**src/verilog/cpu_isa_pkg.sv**
```systemverilog
package cpu_isa_pkg;

    localparam int word_w    = 16;
    localparam int reg_count = 16;

    typedef logic [word_w-1:0] word_t;   // data and instruction word
    typedef logic [3:0]        reg_idx_t;

    typedef enum logic [3:0] {
        op_add  = 4'd0,  op_addi = 4'd1,  op_sub  = 4'd2,  op_subi = 4'd3,
        op_and  = 4'd4,  op_or   = 4'd5,  op_xor  = 4'd6,  op_nor  = 4'd7,
        op_slt  = 4'd8,  op_shl  = 4'd9,  op_shri = 4'd10, op_lw   = 4'd11,
        op_sw   = 4'd12, op_beq  = 4'd13, op_bne  = 4'd14, op_halt = 4'd15
    } opcode_t;

    typedef enum logic [3:0] {
        alu_add = 4'd0,
        alu_sub = 4'd1,
        alu_and = 4'd2,
        alu_or  = 4'd3,
        alu_xor = 4'd4,
        alu_nor = 4'd5,
        alu_slt = 4'd6,
        alu_shl = 4'd7,
        alu_shr = 4'd8
    } alu_op_t;

    typedef enum logic [1:0] {
        mem_none  = 2'b00,
        mem_load  = 2'b01,
        mem_store = 2'b10
    } mem_op_t;

    // instruction fields
    localparam int op_msb = 15;
    localparam int op_lsb = 12;
    localparam int rs_msb = 11;
    localparam int rs_lsb = 8;
    localparam int rt_msb = 7;
    localparam int rt_lsb = 4;
    localparam int rd_msb = 3;   // rd and imm4 share the low nibble
    localparam int rd_lsb = 0;

endpackage

```
**src/verilog/cpu_bus_pkg.sv**
```systemverilog
package cpu_bus_pkg;

    typedef logic [11:0] apb_addr_t;   // byte address

    // host port registers
    localparam apb_addr_t ctrl_addr   = 12'h000;
    localparam apb_addr_t status_addr = 12'h004;
    localparam apb_addr_t pc_addr     = 12'h008;

    // memory and register windows, one 32-bit slot per word
    localparam apb_addr_t imem_base = 12'h100;
    localparam apb_addr_t dmem_base = 12'h200;
    localparam apb_addr_t regs_base = 12'h300;

    localparam int ctrl_run_bit       = 0;
    localparam int status_running_bit = 0;
    localparam int status_halted_bit  = 1;

endpackage

```
**src/verilog/word_ram.sv**
```systemverilog
`timescale 1ns/1ps

module word_ram #(
    parameter type payload_t = logic [15:0],
    parameter int  depth     = 64
) (
    input  logic                     clk,
    input  logic                     we,
    input  logic [$clog2(depth)-1:0] waddr,
    input  payload_t                 wdata,
    input  logic [$clog2(depth)-1:0] raddr_a,
    input  logic [$clog2(depth)-1:0] raddr_b,
    output payload_t                 rdata_a,
    output payload_t                 rdata_b
);

    payload_t mem [depth];

    always_ff @(posedge clk) begin
        if (we) begin
            mem[waddr] <= wdata;
        end
    end

    assign rdata_a = mem[raddr_a];   // async reads keep the core single cycle
    assign rdata_b = mem[raddr_b];

    assert property (@(posedge clk) we |-> !$isunknown(waddr) && waddr < depth);

endmodule

```
**src/verilog/control_unit.sv**
```systemverilog
`timescale 1ns/1ps

module control_unit (
    input  cpu_isa_pkg::opcode_t opcode,
    output logic                 reg_dst,
    output logic                 alu_src,
    output logic                 mem_to_reg,
    output logic                 reg_write,
    output logic                 beq,
    output logic                 bne,
    output logic                 halt,
    output logic                 imm_signed,
    output cpu_isa_pkg::alu_op_t alu_op,
    output cpu_isa_pkg::mem_op_t mem_op
);
    import cpu_isa_pkg::*;

    always_comb begin
        reg_dst    = 1'b0;       // rt is the destination unless R-type
        alu_src    = 1'b0;
        mem_to_reg = 1'b0;
        reg_write  = 1'b1;
        beq        = 1'b0;
        bne        = 1'b0;
        halt       = 1'b0;
        imm_signed = 1'b1;
        alu_op     = alu_add;
        mem_op     = mem_none;
        case (opcode)
            op_add:  reg_dst = 1'b1;
            op_addi: alu_src = 1'b1;
            op_sub: begin
                reg_dst = 1'b1;
                alu_op  = alu_sub;
            end
            op_subi: begin
                alu_src = 1'b1;
                alu_op  = alu_sub;
            end
            op_and: begin
                reg_dst = 1'b1;
                alu_op  = alu_and;
            end
            op_or: begin
                reg_dst = 1'b1;
                alu_op  = alu_or;
            end
            op_xor: begin
                reg_dst = 1'b1;
                alu_op  = alu_xor;
            end
            op_nor: begin
                reg_dst = 1'b1;
                alu_op  = alu_nor;
            end
            op_slt: begin
                reg_dst = 1'b1;
                alu_op  = alu_slt;
            end
            op_shl:  alu_op = alu_shl;   // shift amount from rt, result back to rt
            op_shri: begin
                alu_src    = 1'b1;
                imm_signed = 1'b0;
                alu_op     = alu_shr;
            end
            op_lw: begin
                alu_src    = 1'b1;
                mem_to_reg = 1'b1;
                mem_op     = mem_load;
            end
            op_sw: begin
                alu_src   = 1'b1;
                reg_write = 1'b0;
                mem_op    = mem_store;
            end
            op_beq: begin
                reg_write = 1'b0;
                beq       = 1'b1;
                alu_op    = alu_sub;   // zero flag gives equality
            end
            op_bne: begin
                reg_write = 1'b0;
                bne       = 1'b1;
                alu_op    = alu_sub;
            end
            default: begin
                reg_write = 1'b0;
                halt      = 1'b1;
            end
        endcase
    end

endmodule

```
**src/verilog/alu.sv**
```systemverilog
`timescale 1ns/1ps

module alu (
    input  cpu_isa_pkg::alu_op_t op,
    input  cpu_isa_pkg::word_t   a,
    input  cpu_isa_pkg::word_t   b,
    output cpu_isa_pkg::word_t   y,
    output logic                 zero
);
    import cpu_isa_pkg::*;

    always_comb begin
        case (op)
            alu_add: y = a + b;
            alu_sub: y = a - b;
            alu_and: y = a & b;
            alu_or:  y = a | b;
            alu_xor: y = a ^ b;
            alu_nor: y = ~(a | b);
            alu_slt: y = word_t'($signed(a) < $signed(b));
            alu_shl: y = a << b[3:0];
            alu_shr: y = a >> b[3:0];   // logical
            default: y = '0;
        endcase
    end

    assign zero = y == '0;

endmodule

```
**src/verilog/register_file.sv**
```systemverilog
`timescale 1ns/1ps

module register_file (
    input  logic                  clk,
    input  logic                  arst_n,
    input  logic                  we,
    input  cpu_isa_pkg::reg_idx_t waddr,
    input  cpu_isa_pkg::word_t    wdata,
    input  cpu_isa_pkg::reg_idx_t raddr_a,
    input  cpu_isa_pkg::reg_idx_t raddr_b,
    input  cpu_isa_pkg::reg_idx_t raddr_dbg,
    output cpu_isa_pkg::word_t    rdata_a,
    output cpu_isa_pkg::word_t    rdata_b,
    output cpu_isa_pkg::word_t    rdata_dbg
);
    import cpu_isa_pkg::*;

    word_t regs [reg_count];

    always_ff @(posedge clk or negedge arst_n) begin
        if (!arst_n) begin
            for (int i = 0; i < reg_count; i++) begin
                regs[i] <= '0;
            end
        end else if (we && waddr != '0) begin   // r0 stays zero
            regs[waddr] <= wdata;
        end
    end

    assign rdata_a   = regs[raddr_a];
    assign rdata_b   = regs[raddr_b];
    assign rdata_dbg = regs[raddr_dbg];

endmodule

```
**src/verilog/cpu_core.sv**
```systemverilog
`timescale 1ns/1ps

module cpu_core #(
    parameter int imem_depth = 64,
    parameter int dmem_depth = 64
) (
    input  logic                          clk,
    input  logic                          arst_n,
    input  logic                          start,
    input  logic                          stop,
    input  cpu_isa_pkg::word_t            imem_data,
    output logic [$clog2(imem_depth)-1:0] imem_addr,
    input  cpu_isa_pkg::word_t            dmem_rdata,
    output logic [$clog2(dmem_depth)-1:0] dmem_addr,
    output cpu_isa_pkg::word_t            dmem_wdata,
    output logic                          dmem_we,
    input  cpu_isa_pkg::reg_idx_t         dbg_raddr,
    output cpu_isa_pkg::word_t            dbg_rdata,
    output logic                          running,
    output logic                          halted,
    output logic [$clog2(imem_depth)-1:0] pc
);
    import cpu_isa_pkg::*;

    localparam int iaw = $clog2(imem_depth);
    localparam int daw = $clog2(dmem_depth);

    opcode_t  opcode;
    reg_idx_t rs, rt, rd, waddr;
    logic     reg_dst, alu_src, mem_to_reg, reg_write, beq, bne, halt, imm_signed;
    alu_op_t  alu_op;
    mem_op_t  mem_op;
    word_t    rs_data, rt_data, imm_ext, alu_b, alu_y, wdata;
    logic     zero, taken;
    logic [iaw-1:0] pc_seq, pc_next;

    assign opcode = opcode_t'(imem_data[op_msb:op_lsb]);
    assign rs     = imem_data[rs_msb:rs_lsb];
    assign rt     = imem_data[rt_msb:rt_lsb];
    assign rd     = imem_data[rd_msb:rd_lsb];

    control_unit u_ctrl (
        .opcode(opcode), .reg_dst(reg_dst), .alu_src(alu_src), .mem_to_reg(mem_to_reg),
        .reg_write(reg_write), .beq(beq), .bne(bne), .halt(halt),
        .imm_signed(imm_signed), .alu_op(alu_op), .mem_op(mem_op)
    );

    assign imm_ext = {{(word_w-4){imm_signed & rd[3]}}, rd};
    assign alu_b   = alu_src ? imm_ext : rt_data;

    // zero means rs == rt since control_unit picks a subtract for branches
    alu u_alu (.op(alu_op), .a(rs_data), .b(alu_b), .y(alu_y), .zero(zero));

    assign waddr = reg_dst ? rd : rt;
    assign wdata = mem_to_reg ? dmem_rdata : alu_y;

    register_file u_regs (
        .clk(clk), .arst_n(arst_n), .we(running && reg_write), .waddr(waddr),
        .wdata(wdata), .raddr_a(rs), .raddr_b(rt), .raddr_dbg(dbg_raddr),
        .rdata_a(rs_data), .rdata_b(rt_data), .rdata_dbg(dbg_rdata)
    );

    assign dmem_addr  = alu_y[daw-1:0];   // wraps at dmem_depth
    assign dmem_wdata = rt_data;
    assign dmem_we    = running && mem_op == mem_store;

    assign taken   = (beq && zero) || (bne && !zero);
    assign pc_seq  = pc + 1'b1;
    assign pc_next = taken ? pc_seq + imm_ext[iaw-1:0] : pc_seq;
    assign imem_addr = pc;

    always_ff @(posedge clk or negedge arst_n) begin
        if (!arst_n) begin
            pc      <= '0;
            running <= 1'b0;
            halted  <= 1'b0;
        end else if (start) begin
            pc      <= '0;
            running <= 1'b1;
            halted  <= 1'b0;
        end else if (stop) begin
            running <= 1'b0;
        end else if (running) begin
            if (halt) begin
                running <= 1'b0;   // pc stays on the halt word
                halted  <= 1'b1;
            end else begin
                pc <= pc_next;
            end
        end
    end

    // stores come only from a sw of a running core
    assert property (@(posedge clk) disable iff (!arst_n)
        dmem_we |-> running && !halted && opcode == op_sw);

endmodule

```
**src/verilog/apb_host_port.sv**
```systemverilog
`timescale 1ns/1ps

module apb_host_port #(
    parameter int imem_depth = 64,
    parameter int dmem_depth = 64
) (
    input  logic                          clk,
    input  logic                          arst_n,
    input  logic                          psel,
    input  logic                          penable,
    input  logic                          pwrite,
    input  cpu_bus_pkg::apb_addr_t        paddr,
    input  logic [31:0]                   pwdata,
    output logic [31:0]                   prdata,
    output logic                          pready,
    output logic                          pslverr,
    input  logic                          running,
    input  logic                          halted,
    input  logic [$clog2(imem_depth)-1:0] pc,
    input  logic [15:0]                   imem_rdata,
    input  logic [15:0]                   dmem_rdata,
    input  logic [15:0]                   reg_rdata,
    output logic                          imem_we,
    output logic                          dmem_we_host,
    output logic [$clog2(imem_depth > dmem_depth ? imem_depth : dmem_depth)-1:0] host_addr,
    output logic [15:0]                   host_wdata,
    output logic [3:0]                    reg_raddr,
    output logic                          start,
    output logic                          stop
);
    import cpu_bus_pkg::*;

    localparam int haw = $bits(host_addr);

    logic [5:0]  slot;
    logic        sel_ctrl, sel_status, sel_pc, sel_imem, sel_dmem, sel_regs;
    logic        aligned, err, access, wr_ok, rd_wait;
    logic [31:0] rd_mux;

    assign slot    = paddr[7:2];
    assign aligned = paddr[1:0] == 2'b00;

    assign sel_ctrl   = paddr == ctrl_addr;
    assign sel_status = paddr == status_addr;
    assign sel_pc     = paddr == pc_addr;
    assign sel_imem   = paddr[11:8] == imem_base[11:8] && aligned && slot < imem_depth;
    assign sel_dmem   = paddr[11:8] == dmem_base[11:8] && aligned && slot < dmem_depth;
    assign sel_regs   = paddr[11:8] == regs_base[11:8] && aligned && slot < 16;

    // unmapped, read-only register, or memory busy with the core
    assign err = !(sel_ctrl || sel_status || sel_pc || sel_imem || sel_dmem || sel_regs)
               || (pwrite && (sel_status || sel_pc))
               || (pwrite && running && (sel_imem || sel_dmem));

    assign access = psel && penable;
    assign wr_ok  = access && pwrite && !err;

    assign imem_we      = wr_ok && sel_imem;
    assign dmem_we_host = wr_ok && sel_dmem;
    assign start        = wr_ok && sel_ctrl && pwdata[ctrl_run_bit];
    assign stop         = wr_ok && sel_ctrl && !pwdata[ctrl_run_bit];
    assign host_addr    = haw'(slot);
    assign host_wdata   = pwdata[15:0];
    assign reg_raddr    = slot[3:0];

    always_comb begin
        rd_mux = '0;
        if (sel_ctrl) begin
            rd_mux[ctrl_run_bit] = running;
        end else if (sel_status) begin
            rd_mux[status_running_bit] = running;
            rd_mux[status_halted_bit]  = halted;
        end else if (sel_pc) begin
            rd_mux[$bits(pc)-1:0] = pc;
        end else if (sel_imem) begin
            rd_mux[15:0] = imem_rdata;
        end else if (sel_dmem) begin
            rd_mux[15:0] = dmem_rdata;
        end else if (sel_regs) begin
            rd_mux[15:0] = reg_rdata;
        end
    end

    always_ff @(posedge clk or negedge arst_n) begin
        if (!arst_n) begin
            rd_wait <= 1'b0;
        end else begin
            rd_wait <= access && !pwrite && !rd_wait;   // high in the second access cycle
        end
    end

    always_ff @(posedge clk) begin
        if (access && !pwrite && !rd_wait) begin
            prdata <= rd_mux;
        end
    end

    assign pready  = access && (pwrite || rd_wait);
    assign pslverr = pready && err;

    // a completion always follows a setup cycle of the same transfer
    assert property (@(posedge clk) disable iff (!arst_n)
        $rose(pready) |-> psel && penable && $past(psel));

endmodule

```
**src/verilog/cpu_top.sv**
```systemverilog
`timescale 1ns/1ps

module cpu_top #(
    parameter int imem_depth = 64,
    parameter int dmem_depth = 64
) (
    input  logic                   clk,
    input  logic                   arst_n,
    input  logic                   psel,
    input  logic                   penable,
    input  logic                   pwrite,
    input  cpu_bus_pkg::apb_addr_t paddr,
    input  logic [31:0]            pwdata,
    output logic [31:0]            prdata,
    output logic                   pready,
    output logic                   pslverr
);
    import cpu_isa_pkg::*;

    localparam int iaw = $clog2(imem_depth);
    localparam int daw = $clog2(dmem_depth);
    localparam int haw = iaw > daw ? iaw : daw;

    logic           imem_we, dmem_we_host, start, stop, running, halted;
    logic           core_dmem_we, dmem_we;
    logic [haw-1:0] host_addr;
    logic [iaw-1:0] imem_addr, pc;
    logic [daw-1:0] core_dmem_addr, dmem_waddr;
    word_t          host_wdata, imem_data, imem_rdata, dmem_rdata_core, dmem_rdata_host;
    word_t          core_dmem_wdata, dmem_wdata, reg_rdata;
    reg_idx_t       reg_raddr;

    apb_host_port #(.imem_depth(imem_depth), .dmem_depth(dmem_depth)) u_host (
        .clk(clk), .arst_n(arst_n), .psel(psel), .penable(penable), .pwrite(pwrite),
        .paddr(paddr), .pwdata(pwdata), .prdata(prdata), .pready(pready),
        .pslverr(pslverr), .running(running), .halted(halted), .pc(pc),
        .imem_rdata(imem_rdata), .dmem_rdata(dmem_rdata_host), .reg_rdata(reg_rdata),
        .imem_we(imem_we), .dmem_we_host(dmem_we_host), .host_addr(host_addr),
        .host_wdata(host_wdata), .reg_raddr(reg_raddr), .start(start), .stop(stop)
    );

    cpu_core #(.imem_depth(imem_depth), .dmem_depth(dmem_depth)) u_core (
        .clk(clk), .arst_n(arst_n), .start(start), .stop(stop),
        .imem_data(imem_data), .imem_addr(imem_addr), .dmem_rdata(dmem_rdata_core),
        .dmem_addr(core_dmem_addr), .dmem_wdata(core_dmem_wdata), .dmem_we(core_dmem_we),
        .dbg_raddr(reg_raddr), .dbg_rdata(reg_rdata), .running(running),
        .halted(halted), .pc(pc)
    );

    word_ram #(.payload_t(word_t), .depth(imem_depth)) u_imem (
        .clk(clk), .we(imem_we), .waddr(host_addr[iaw-1:0]), .wdata(host_wdata),
        .raddr_a(imem_addr), .raddr_b(host_addr[iaw-1:0]),
        .rdata_a(imem_data), .rdata_b(imem_rdata)
    );

    // core owns the data memory write port while running
    assign dmem_we    = running ? core_dmem_we : dmem_we_host;
    assign dmem_waddr = running ? core_dmem_addr : host_addr[daw-1:0];
    assign dmem_wdata = running ? core_dmem_wdata : host_wdata;

    word_ram #(.payload_t(word_t), .depth(dmem_depth)) u_dmem (
        .clk(clk), .we(dmem_we), .waddr(dmem_waddr), .wdata(dmem_wdata),
        .raddr_a(core_dmem_addr), .raddr_b(host_addr[daw-1:0]),
        .rdata_a(dmem_rdata_core), .rdata_b(dmem_rdata_host)
    );

endmodule

```
**config.mk**
```make
export PLATFORM = sky130hd
export DESIGN_NAME = cpu_top
export DESIGN_NICKNAME = d
export VERILOG_FILES = /design/src/verilog/cpu_isa_pkg.sv /design/src/verilog/cpu_bus_pkg.sv /design/src/verilog/word_ram.sv /design/src/verilog/control_unit.sv /design/src/verilog/alu.sv /design/src/verilog/register_file.sv /design/src/verilog/cpu_core.sv /design/src/verilog/apb_host_port.sv /design/src/verilog/cpu_top.sv
export SDC_FILE = /design/constraint.sdc
export NUM_CORES = 2
export LEC_CHECK = 0
export BUFFER_PORTS_ARGS = -buffer_cell sky130_fd_sc_hd__buf_4
export CAP_MARGIN = 20
export CORE_MARGIN = 2
export CORE_UTILIZATION = 30
export CTS_CLUSTER_SIZE = 25
export DETAILED_ROUTE_END_ITERATION = 8
export PLACE_DENSITY = 0.49
export SLEW_MARGIN = 20
export SYNTH_ARGS = -nofsm -noshare
export SYNTH_HDL_FRONTEND = slang
export SYNTH_HIERARCHICAL = 1
export SYNTH_SLANG_ARGS = --single-unit
```
**constraint.sdc**
```tcl
create_clock -name clk -period 12.3 [get_ports clk]
set_input_delay 1.845 -clock clk [delete_from_list [all_inputs] [get_ports clk]]
set_output_delay 1.845 -clock clk [all_outputs]
set_load 0.02 [all_outputs]
```
* Word-level counts from Yosys, hierarchy flattened
Memory sizes are Yosys's and may differ from the RTL's.
Index checks and enable logic that the tools add are counted.
** Word-level totals
- Register bits :: 281
- Bits in writable memories :: 2048
- Input port bits :: 49
- Output and inout port bits :: 34
- Logic and storage cells :: 188
- Memories kept :: 2
** Cells by class
- Add/sub/neg operators :: 4
- $lt $le $gt $ge :: 7
- Equal/unequal tests :: 30
- Shift-type cells :: 2
- Mux-type cells :: 51
- Bitwise operators :: 9
- Reductions and logical operators :: 59
** Memory list
- u_dmem.mem :: words 64, bits a word 16, rd ports 2, clocked after memory_dff 0, write ports 1, RTL line word_ram.sv:17 : payload_t mem [depth];
- u_imem.mem :: words 64, bits a word 16, rd ports 2, clocked after memory_dff 0, write ports 1, RTL line word_ram.sv:17
** Operator list (number)
- bitwise mux 256 bit :: 1
- 2-to-1 mux 16 bit :: 13
- binary-select mux 16 bit (select 4 bit) :: 3
- case mux 16 bit (9 select lines) :: 1
- demux 16 bit (select 4 bit) :: 1
- 2-to-1 mux 6 bit :: 7
- == test 4 x 3 -> 1 bit (second input constant) :: 8
- == test 4 bit (second input constant) :: 8
- case mux 4 bit (8 select lines) :: 1
- logical AND 1 bit :: 25
- == test 4 x 2 -> 1 bit (second input constant) :: 6
- 2-to-1 mux 1 bit :: 21
- >= comparator 5 bit (second input constant) :: 4
- NOT 4 -> 5 bit :: 4
- adder 16 bit :: 1
- bitwise AND 16 bit :: 1
- zero test 16 bit :: 1
- < comparator 16 bit :: 1
- NOT 16 bit :: 1
- bitwise OR 16 bit :: 1
- left shift 16 x 4 -> 16 bit :: 1
- right shift 16 x 4 -> 16 bit :: 1
- subtractor 16 bit :: 1
- XOR 16 bit :: 1
- 29 further kinds :: 49

* Depth between registers and ports, before layout
An unclocked memory read counts as a cell.
- Word-level depth :: 18
- Gate-level depth with buffers :: 38

* Cells and area by module
The synthesis kept the hierarchy.
** Modules (own cells, without submodules)
- word_ram :: times used 2, cells each 2550, area each 48196.2 um^2
- register_file :: times used 1, cells each 981, area each 15041.9 um^2
- alu :: times used 1, cells each 561, area each 4085.2 um^2
- apb_host_port :: times used 1, cells each 153, area each 1431.4 um^2
- cpu_core :: times used 1, cells each 143, area each 1157.4 um^2
- cpu_top :: times used 1, cells each 25, area each 281.5 um^2
- control_unit :: times used 1, cells each 28, area each 175.2 um^2

* Worst setup path after synthesis
OpenSTA, ideal clock, no wires.
- Kind :: register to register
- Start point :: register u_core.pc[0], in the netlist u_core/imem_addr[0]
- End point :: register u_core.pc[5], in the netlist u_core/imem_addr[5]
- Data arrival time :: 8313 ps
- Data required time :: 12172 ps
- Setup slack :: 3859 ps
- Stages on the path, launching flop included :: 34
- Period minus slack after synthesis :: 8441 ps
- Path through :: dfrtp_1 -> buf_6 -> buf_6 -> clkinv_1 -> buf_1 -> o22ai_1 -> a211oi_1 -> a211oi_1 -> nor4_1 -> clkbuf_1 -> clkbuf_1 -> mux4_2 -> a22oi_1 -> nand2_1 -> mux2_2 -> clkbuf_1 -> inv_2 -> buf_1 -> ha_1 -> clkbuf_1 -> a21o_1 -> a21oi_1 -> xnor2_1 -> a2111o_1 -> or4_1 -> a2111o_1 -> nor4_2 -> or4b_1 -> nor4_2 -> mux2i_2 -> or4_1 -> nand4_1 -> mux2i_1 -> mux2_1
** On the way
- Elaborated cells on any way between the ends :: 67
** RTL lines
- from (decl) :: RTL line cpu_core.sv:21 : output logic [$clog2(imem_depth)-1:0] pc
- from (signal assigned) :: RTL line cpu_core.sv:88 : pc <= pc_next;
- memory read (64 x 16 bit) (*)
- net imem_data[5] :: RTL line cpu_top.sv:29 : word_t host_wdata, imem_data, imem_rdata, dmem_rdata_core, dmem_rdata_host;
- NOT 4 -> 5 bit (not written as such) (*) :: RTL line register_file.sv:31 : assign rdata_b = regs[raddr_b];
- binary-select mux 16 bit (select 4 bit) (*) :: RTL line register_file.sv:31
- 2-to-1 mux 16 bit (not written as such) (*) (2 in a row) :: RTL line register_file.sv:31
- net core_dmem_wdata[2] :: RTL line cpu_top.sv:30 : word_t core_dmem_wdata, dmem_wdata, reg_rdata;
- 2-to-1 mux 16 bit (*) :: RTL line cpu_core.sv:49 : assign alu_b = alu_src ? imm_ext : rt_data;
- net u_core.alu_b[2] :: RTL line cpu_core.sv:33 : word_t rs_data, rt_data, imm_ext, alu_b, alu_y, wdata;
- [2 not listed]
- net core_dmem_addr[4] :: RTL line cpu_top.sv:28 : logic [daw-1:0] core_dmem_addr, dmem_waddr;
- [1 not listed]
- net u_core.zero :: RTL line cpu_core.sv:34 : logic zero, taken;
- zero test 1 bit :: RTL line cpu_core.sv:67 : assign taken = (beq && zero) || (bne && !zero);
- logical AND 1 bit :: RTL line cpu_core.sv:67
- logical OR 1 bit (*) :: RTL line cpu_core.sv:67
- 2-to-1 mux 6 bit (*) :: RTL line cpu_core.sv:69 : assign pc_next = taken ? pc_seq + imm_ext[iaw-1:0] : pc_seq;
- 2-to-1 mux 6 bit (*) :: RTL line cpu_core.sv:84 : if (halt) begin
- 2-to-1 mux 6 bit (*) :: RTL line cpu_core.sv:83 : end else if (running) begin
- 2-to-1 mux 6 bit (*) :: RTL line cpu_core.sv:81 : end else if (stop) begin
- 2-to-1 mux 6 bit (*) :: RTL line cpu_core.sv:77 : end else if (start) begin
Mark *: on every way through the listed nets, which the timed path passes. The rest lies on a longest branch. The select of a mux whose other input is x is not followed.
A chain may end at the register's enable or synchronous reset.

* Final worst setup path
- Start point :: register u_core.pc[0], in the netlist u_core/imem_addr[0]
- End point :: register u_core/u_regs/regs[45] (netlist bit)
** On the way
- Elaborated cells on any way between the ends :: 68
** RTL lines
- memory read (64 x 16 bit)
- net imem_data[12] :: RTL line cpu_top.sv:29
- == test 4 bit :: RTL line control_unit.sv:29 : case (opcode)
- 2-to-1 mux 1 bit :: RTL line control_unit.sv:29
- net u_core.imm_signed :: RTL line cpu_core.sv:30 : logic reg_dst, alu_src, mem_to_reg, reg_write, beq, bne, halt, imm_signed;
- bitwise AND 1 bit :: RTL line cpu_core.sv:48 : assign imm_ext = {{(word_w-4){imm_signed & rd[3]}}, rd};
- 2-to-1 mux 16 bit :: RTL line cpu_core.sv:49
- net u_core.alu_b[5] :: RTL line cpu_core.sv:33
- < comparator 16 bit :: RTL line alu.sv:20 : alu_slt: y = word_t'($signed(a) < $signed(b));
- case mux 16 bit (9 select lines) :: RTL line alu.sv:13 : case (op)
- net core_dmem_addr[0] :: RTL line cpu_top.sv:28
- memory read (64 x 16 bit)
- net dmem_rdata_core[13] :: RTL line cpu_top.sv:29
- 2-to-1 mux 16 bit :: RTL line cpu_core.sv:55 : assign wdata = mem_to_reg ? dmem_rdata : alu_y;
- net u_core.wdata[13] :: RTL line cpu_core.sv:33
- bitwise mux 256 bit :: RTL line register_file.sv:26 : regs[waddr] <= wdata;
- to (signal, indexed assignment) :: RTL line register_file.sv:26
- to (decl) :: RTL line register_file.sv:18 : word_t regs [reg_count];
The timed path passes the listed nets, and every way through them passes these cells. The select of a mux whose other input is x is not followed.

==> reports/metrics.yaml <==
yosys:
  syn_area_um2: 119000
  yosys_warnings: 6
  synth_common_cells: "2064 x edfxtp_1, 1020 x mux4_2, 603 x mux2_2, 320 x mux2i_1, 270 x nand2_1"
  synth.top_cell.area_share_pct: 52.3
  syn_inst: 6991
  yosysTopAreaCell: "edfxtp_1"
  ys.flop_type: "edfxtp_1"
  syn_area_per_cell_um2: 17.0
  synthTopCellsByArea: "edfxtp_1 52%, mux4_2 19%, mux2_2 5.7%"
  ys_seq_elements: 2329
  synth_most_common_cell: "edfxtp_1"
  synth-edff-count: 2064
  synthDistinctLibCells: 99
  synthArstFlopShare_pct: 11.4
  yosysSeqAreaShare_pct: 57.9
sta:
  setup_viol: 0
  rsz0062_at_grt: "false"
  setup_tns_ns: 0
  tightest_slew_ns: 1.24
  post-route-period-util_pct: 89.8
  finalHoldViolCount: 0
  fmax_mhz: 90.6
  fin_crit_ns: 11.04
  slew_violations: 0
  relSlewSlack_pct: 16.6
  hold_slack_ns: 0.418
  clock_skew_ns: 0.0977
floorplanning:
  core-area_um2: 393000
  ioPinCount: 83
  die_height_um: 633
  initial_core_util_pct: 30.2
  die_x_um: 633
  num_rows: 230
  dieArea_um2: 400000
clock_network:
  clk_pin_slew_ns: 0.06
  ctsHoldBuffers: 0
  cts_tree: "done"
  cts_max_path_buffers: 4
  numCtsBuffers: 271
  ctsResizeCount: 0
  root_buffer: "clkbuf_16"
  clock_insertion_delay_worst_skew_ns: 0.92
  clkSinkCount: 2329
  post_cts_buffers: 0
  htree_levels: 5
worst_setup_path:
  cpMostUsedCell: "buf_4"
  cp-start-kind: "flip-flop"
  cp_slowest_stage_delay_ns: 1.00
  required_ns: 13.07
  slowest_stage: "a211oi_1"
  arrival_ns: 11.82
  worstSetupEndpointType: "flip-flop"
  cp_max_fo: 29
  path_class: "flip-flop to flip-flop"
power_and_ir_drop:
  irDropWorstVdd_uv: 97.5
  cellPowerDensity_nw_per_um2: 135
  power.leakage_nw: 44.1
hold_path:
  hold_class: "flip-flop to flip-flop"
grt:
  grt_pass1_vias: 73511
  grt_use_total_pct: 20.2
  grt_max_degree: 104
  antenna_found_initial: 17
  grt_overflow: 0
  grt_pass1_wl_um: 577000
routing:
  firstDrtPassIters: 6
  route.detailed.drc: 0
  routedWlPerCell_um: 32.9
  vias_per_cell: 5.74
  initialDrtViolationCount: 8093
  totalWireLength_um: 414000
  ant_nets: 0
  via_count: 72319
cells_and_area:
  drive_gt1_share_pct: 37.4
  area_growth_pct: 14.0
  nNetsFinal: 7270
run_status:
  status: "finished clean"
run:
  maxCapViolCount: 0
placed_design:
  finalWeightedCongestion: 0.876
  dp_hpwl_um: 264000
  numPortBuffers: 50
## cell usage in the layout (no fill, tap or decap), drive strengths merged, types with 58 or more instances in the layout
| cell type | n |
|---|---|
| mux2 | 605 |
| a31oi | 58 |
| nor2 | 279 |
| buf | 529 |
| mux4 | 1044 |
| edfxtp | 2064 |
| dfrtp | 265 |
| inv | 94 |
| a211oi | 203 |
| a21oi | 98 |
| a22oi | 154 |
| nand2 | 270 |
| o22ai | 150 |
| o21ai | 140 |
| clkbuf | 344 |
| mux2i | 321 |
| clkinv | 107 |
## worst paths after layout
check | slack [ns] | to | depth (start not counted) | from
hold reg to reg | 0.42 | u_core/u_regs/regs[253] | 0 | u_core/u_regs/regs[253]
setup / recovery | 1.26 | u_core/u_regs/regs[45] | 32 | u_core/imem_addr[0]
hold / removal | 0.42 | u_core/u_regs/regs[253] | 0 | u_core/u_regs/regs[253]
max in group asynchronous | 9.13 | u_core/u_regs/regs[112] | 3 | arst_n
min in group asynchronous | 0.96 | u_core/u_regs/regs[109] | 1 | arst_n
setup reg to reg | 1.26 | u_core/u_regs/regs[45] | 32 | u_core/imem_addr[0]
## critical path: cells and delay by family (launching register included)
family | cells | cell delay [ns]
compound gates | 10 | 3.62
buf+inv | 10 | 2.91
mux | 4 | 1.68
simple gates | 7 | 1.48
flops | 1 | 0.85
fa+ha+maj | 1 | 0.20
## per-layer routing
layer  track usage, %  routed length [µm]  vias to the layer above
li1                 -                   -                    29500
met1             27.5              173000                    39103
met2             32.2              193000                     3076
met3             3.33               29400                      634
met4             8.20               18800                        6
met5                0                  46                        -
## sequential cells by signal (all words and copies together), names as in the netlist
name and cells:
u_core/halted 1, u_host/prdata 16, u_dmem/mem 1024, u_host/rd_wait 1, u_imem/mem 1024, u_core/running 1
u_core/u_regs/regs 256, u_core/imem_addr 6
## power breakdown
part           switching [mW]  internal, mW  leakage (nW)
registers             0.00296          8.61          22.2
clock network            3.38          4.61          4.26
logic                    1.07         0.566          17.6
total                    4.45          13.8          44.1
## kinds of logic after synthesis
kind of cell | synth area share (%)
mux | 28.4
xor+xnor | 0.103
other cells | 0.00316
compound gates | 6.18
flops | 57.9
simple gates | 3.38
buf+inv | 3.47
fa+ha+maj | 0.631
## cell type report
type	count	area (µm²)
diodes	11	27.5
clock buffers	344	7340
clock inverters	138	1340
fillers	37377	258000
inverters	86	323
multi-input cells	3946	46500
flip-flops and latches	2329	68600
well taps	5220	6530
repair buffers	529	4560
## stage by stage
step | setup WS, ns | util, % | cells | instance area, µm² | power [mW]
2_1_floorplan | 3.86 | - | 7006 | 119000 | 9.71
3_3_place_gp | 1.43 | 32.2 | 12106 | 126000 | 10.4
3_5_place_dp | 1.48 | 32.2 | 12109 | 126000 | 10.4
4_1_cts | 1.36 | 34.4 | 12591 | 135000 | 18.4
5_1_grt | 0.926 | 34.4 | 12593 | 135000 | 18.8
6_report | 1.26 | 34.4 | 12603 | 135000 | 18.2
(Power assumes the default switching activity.)
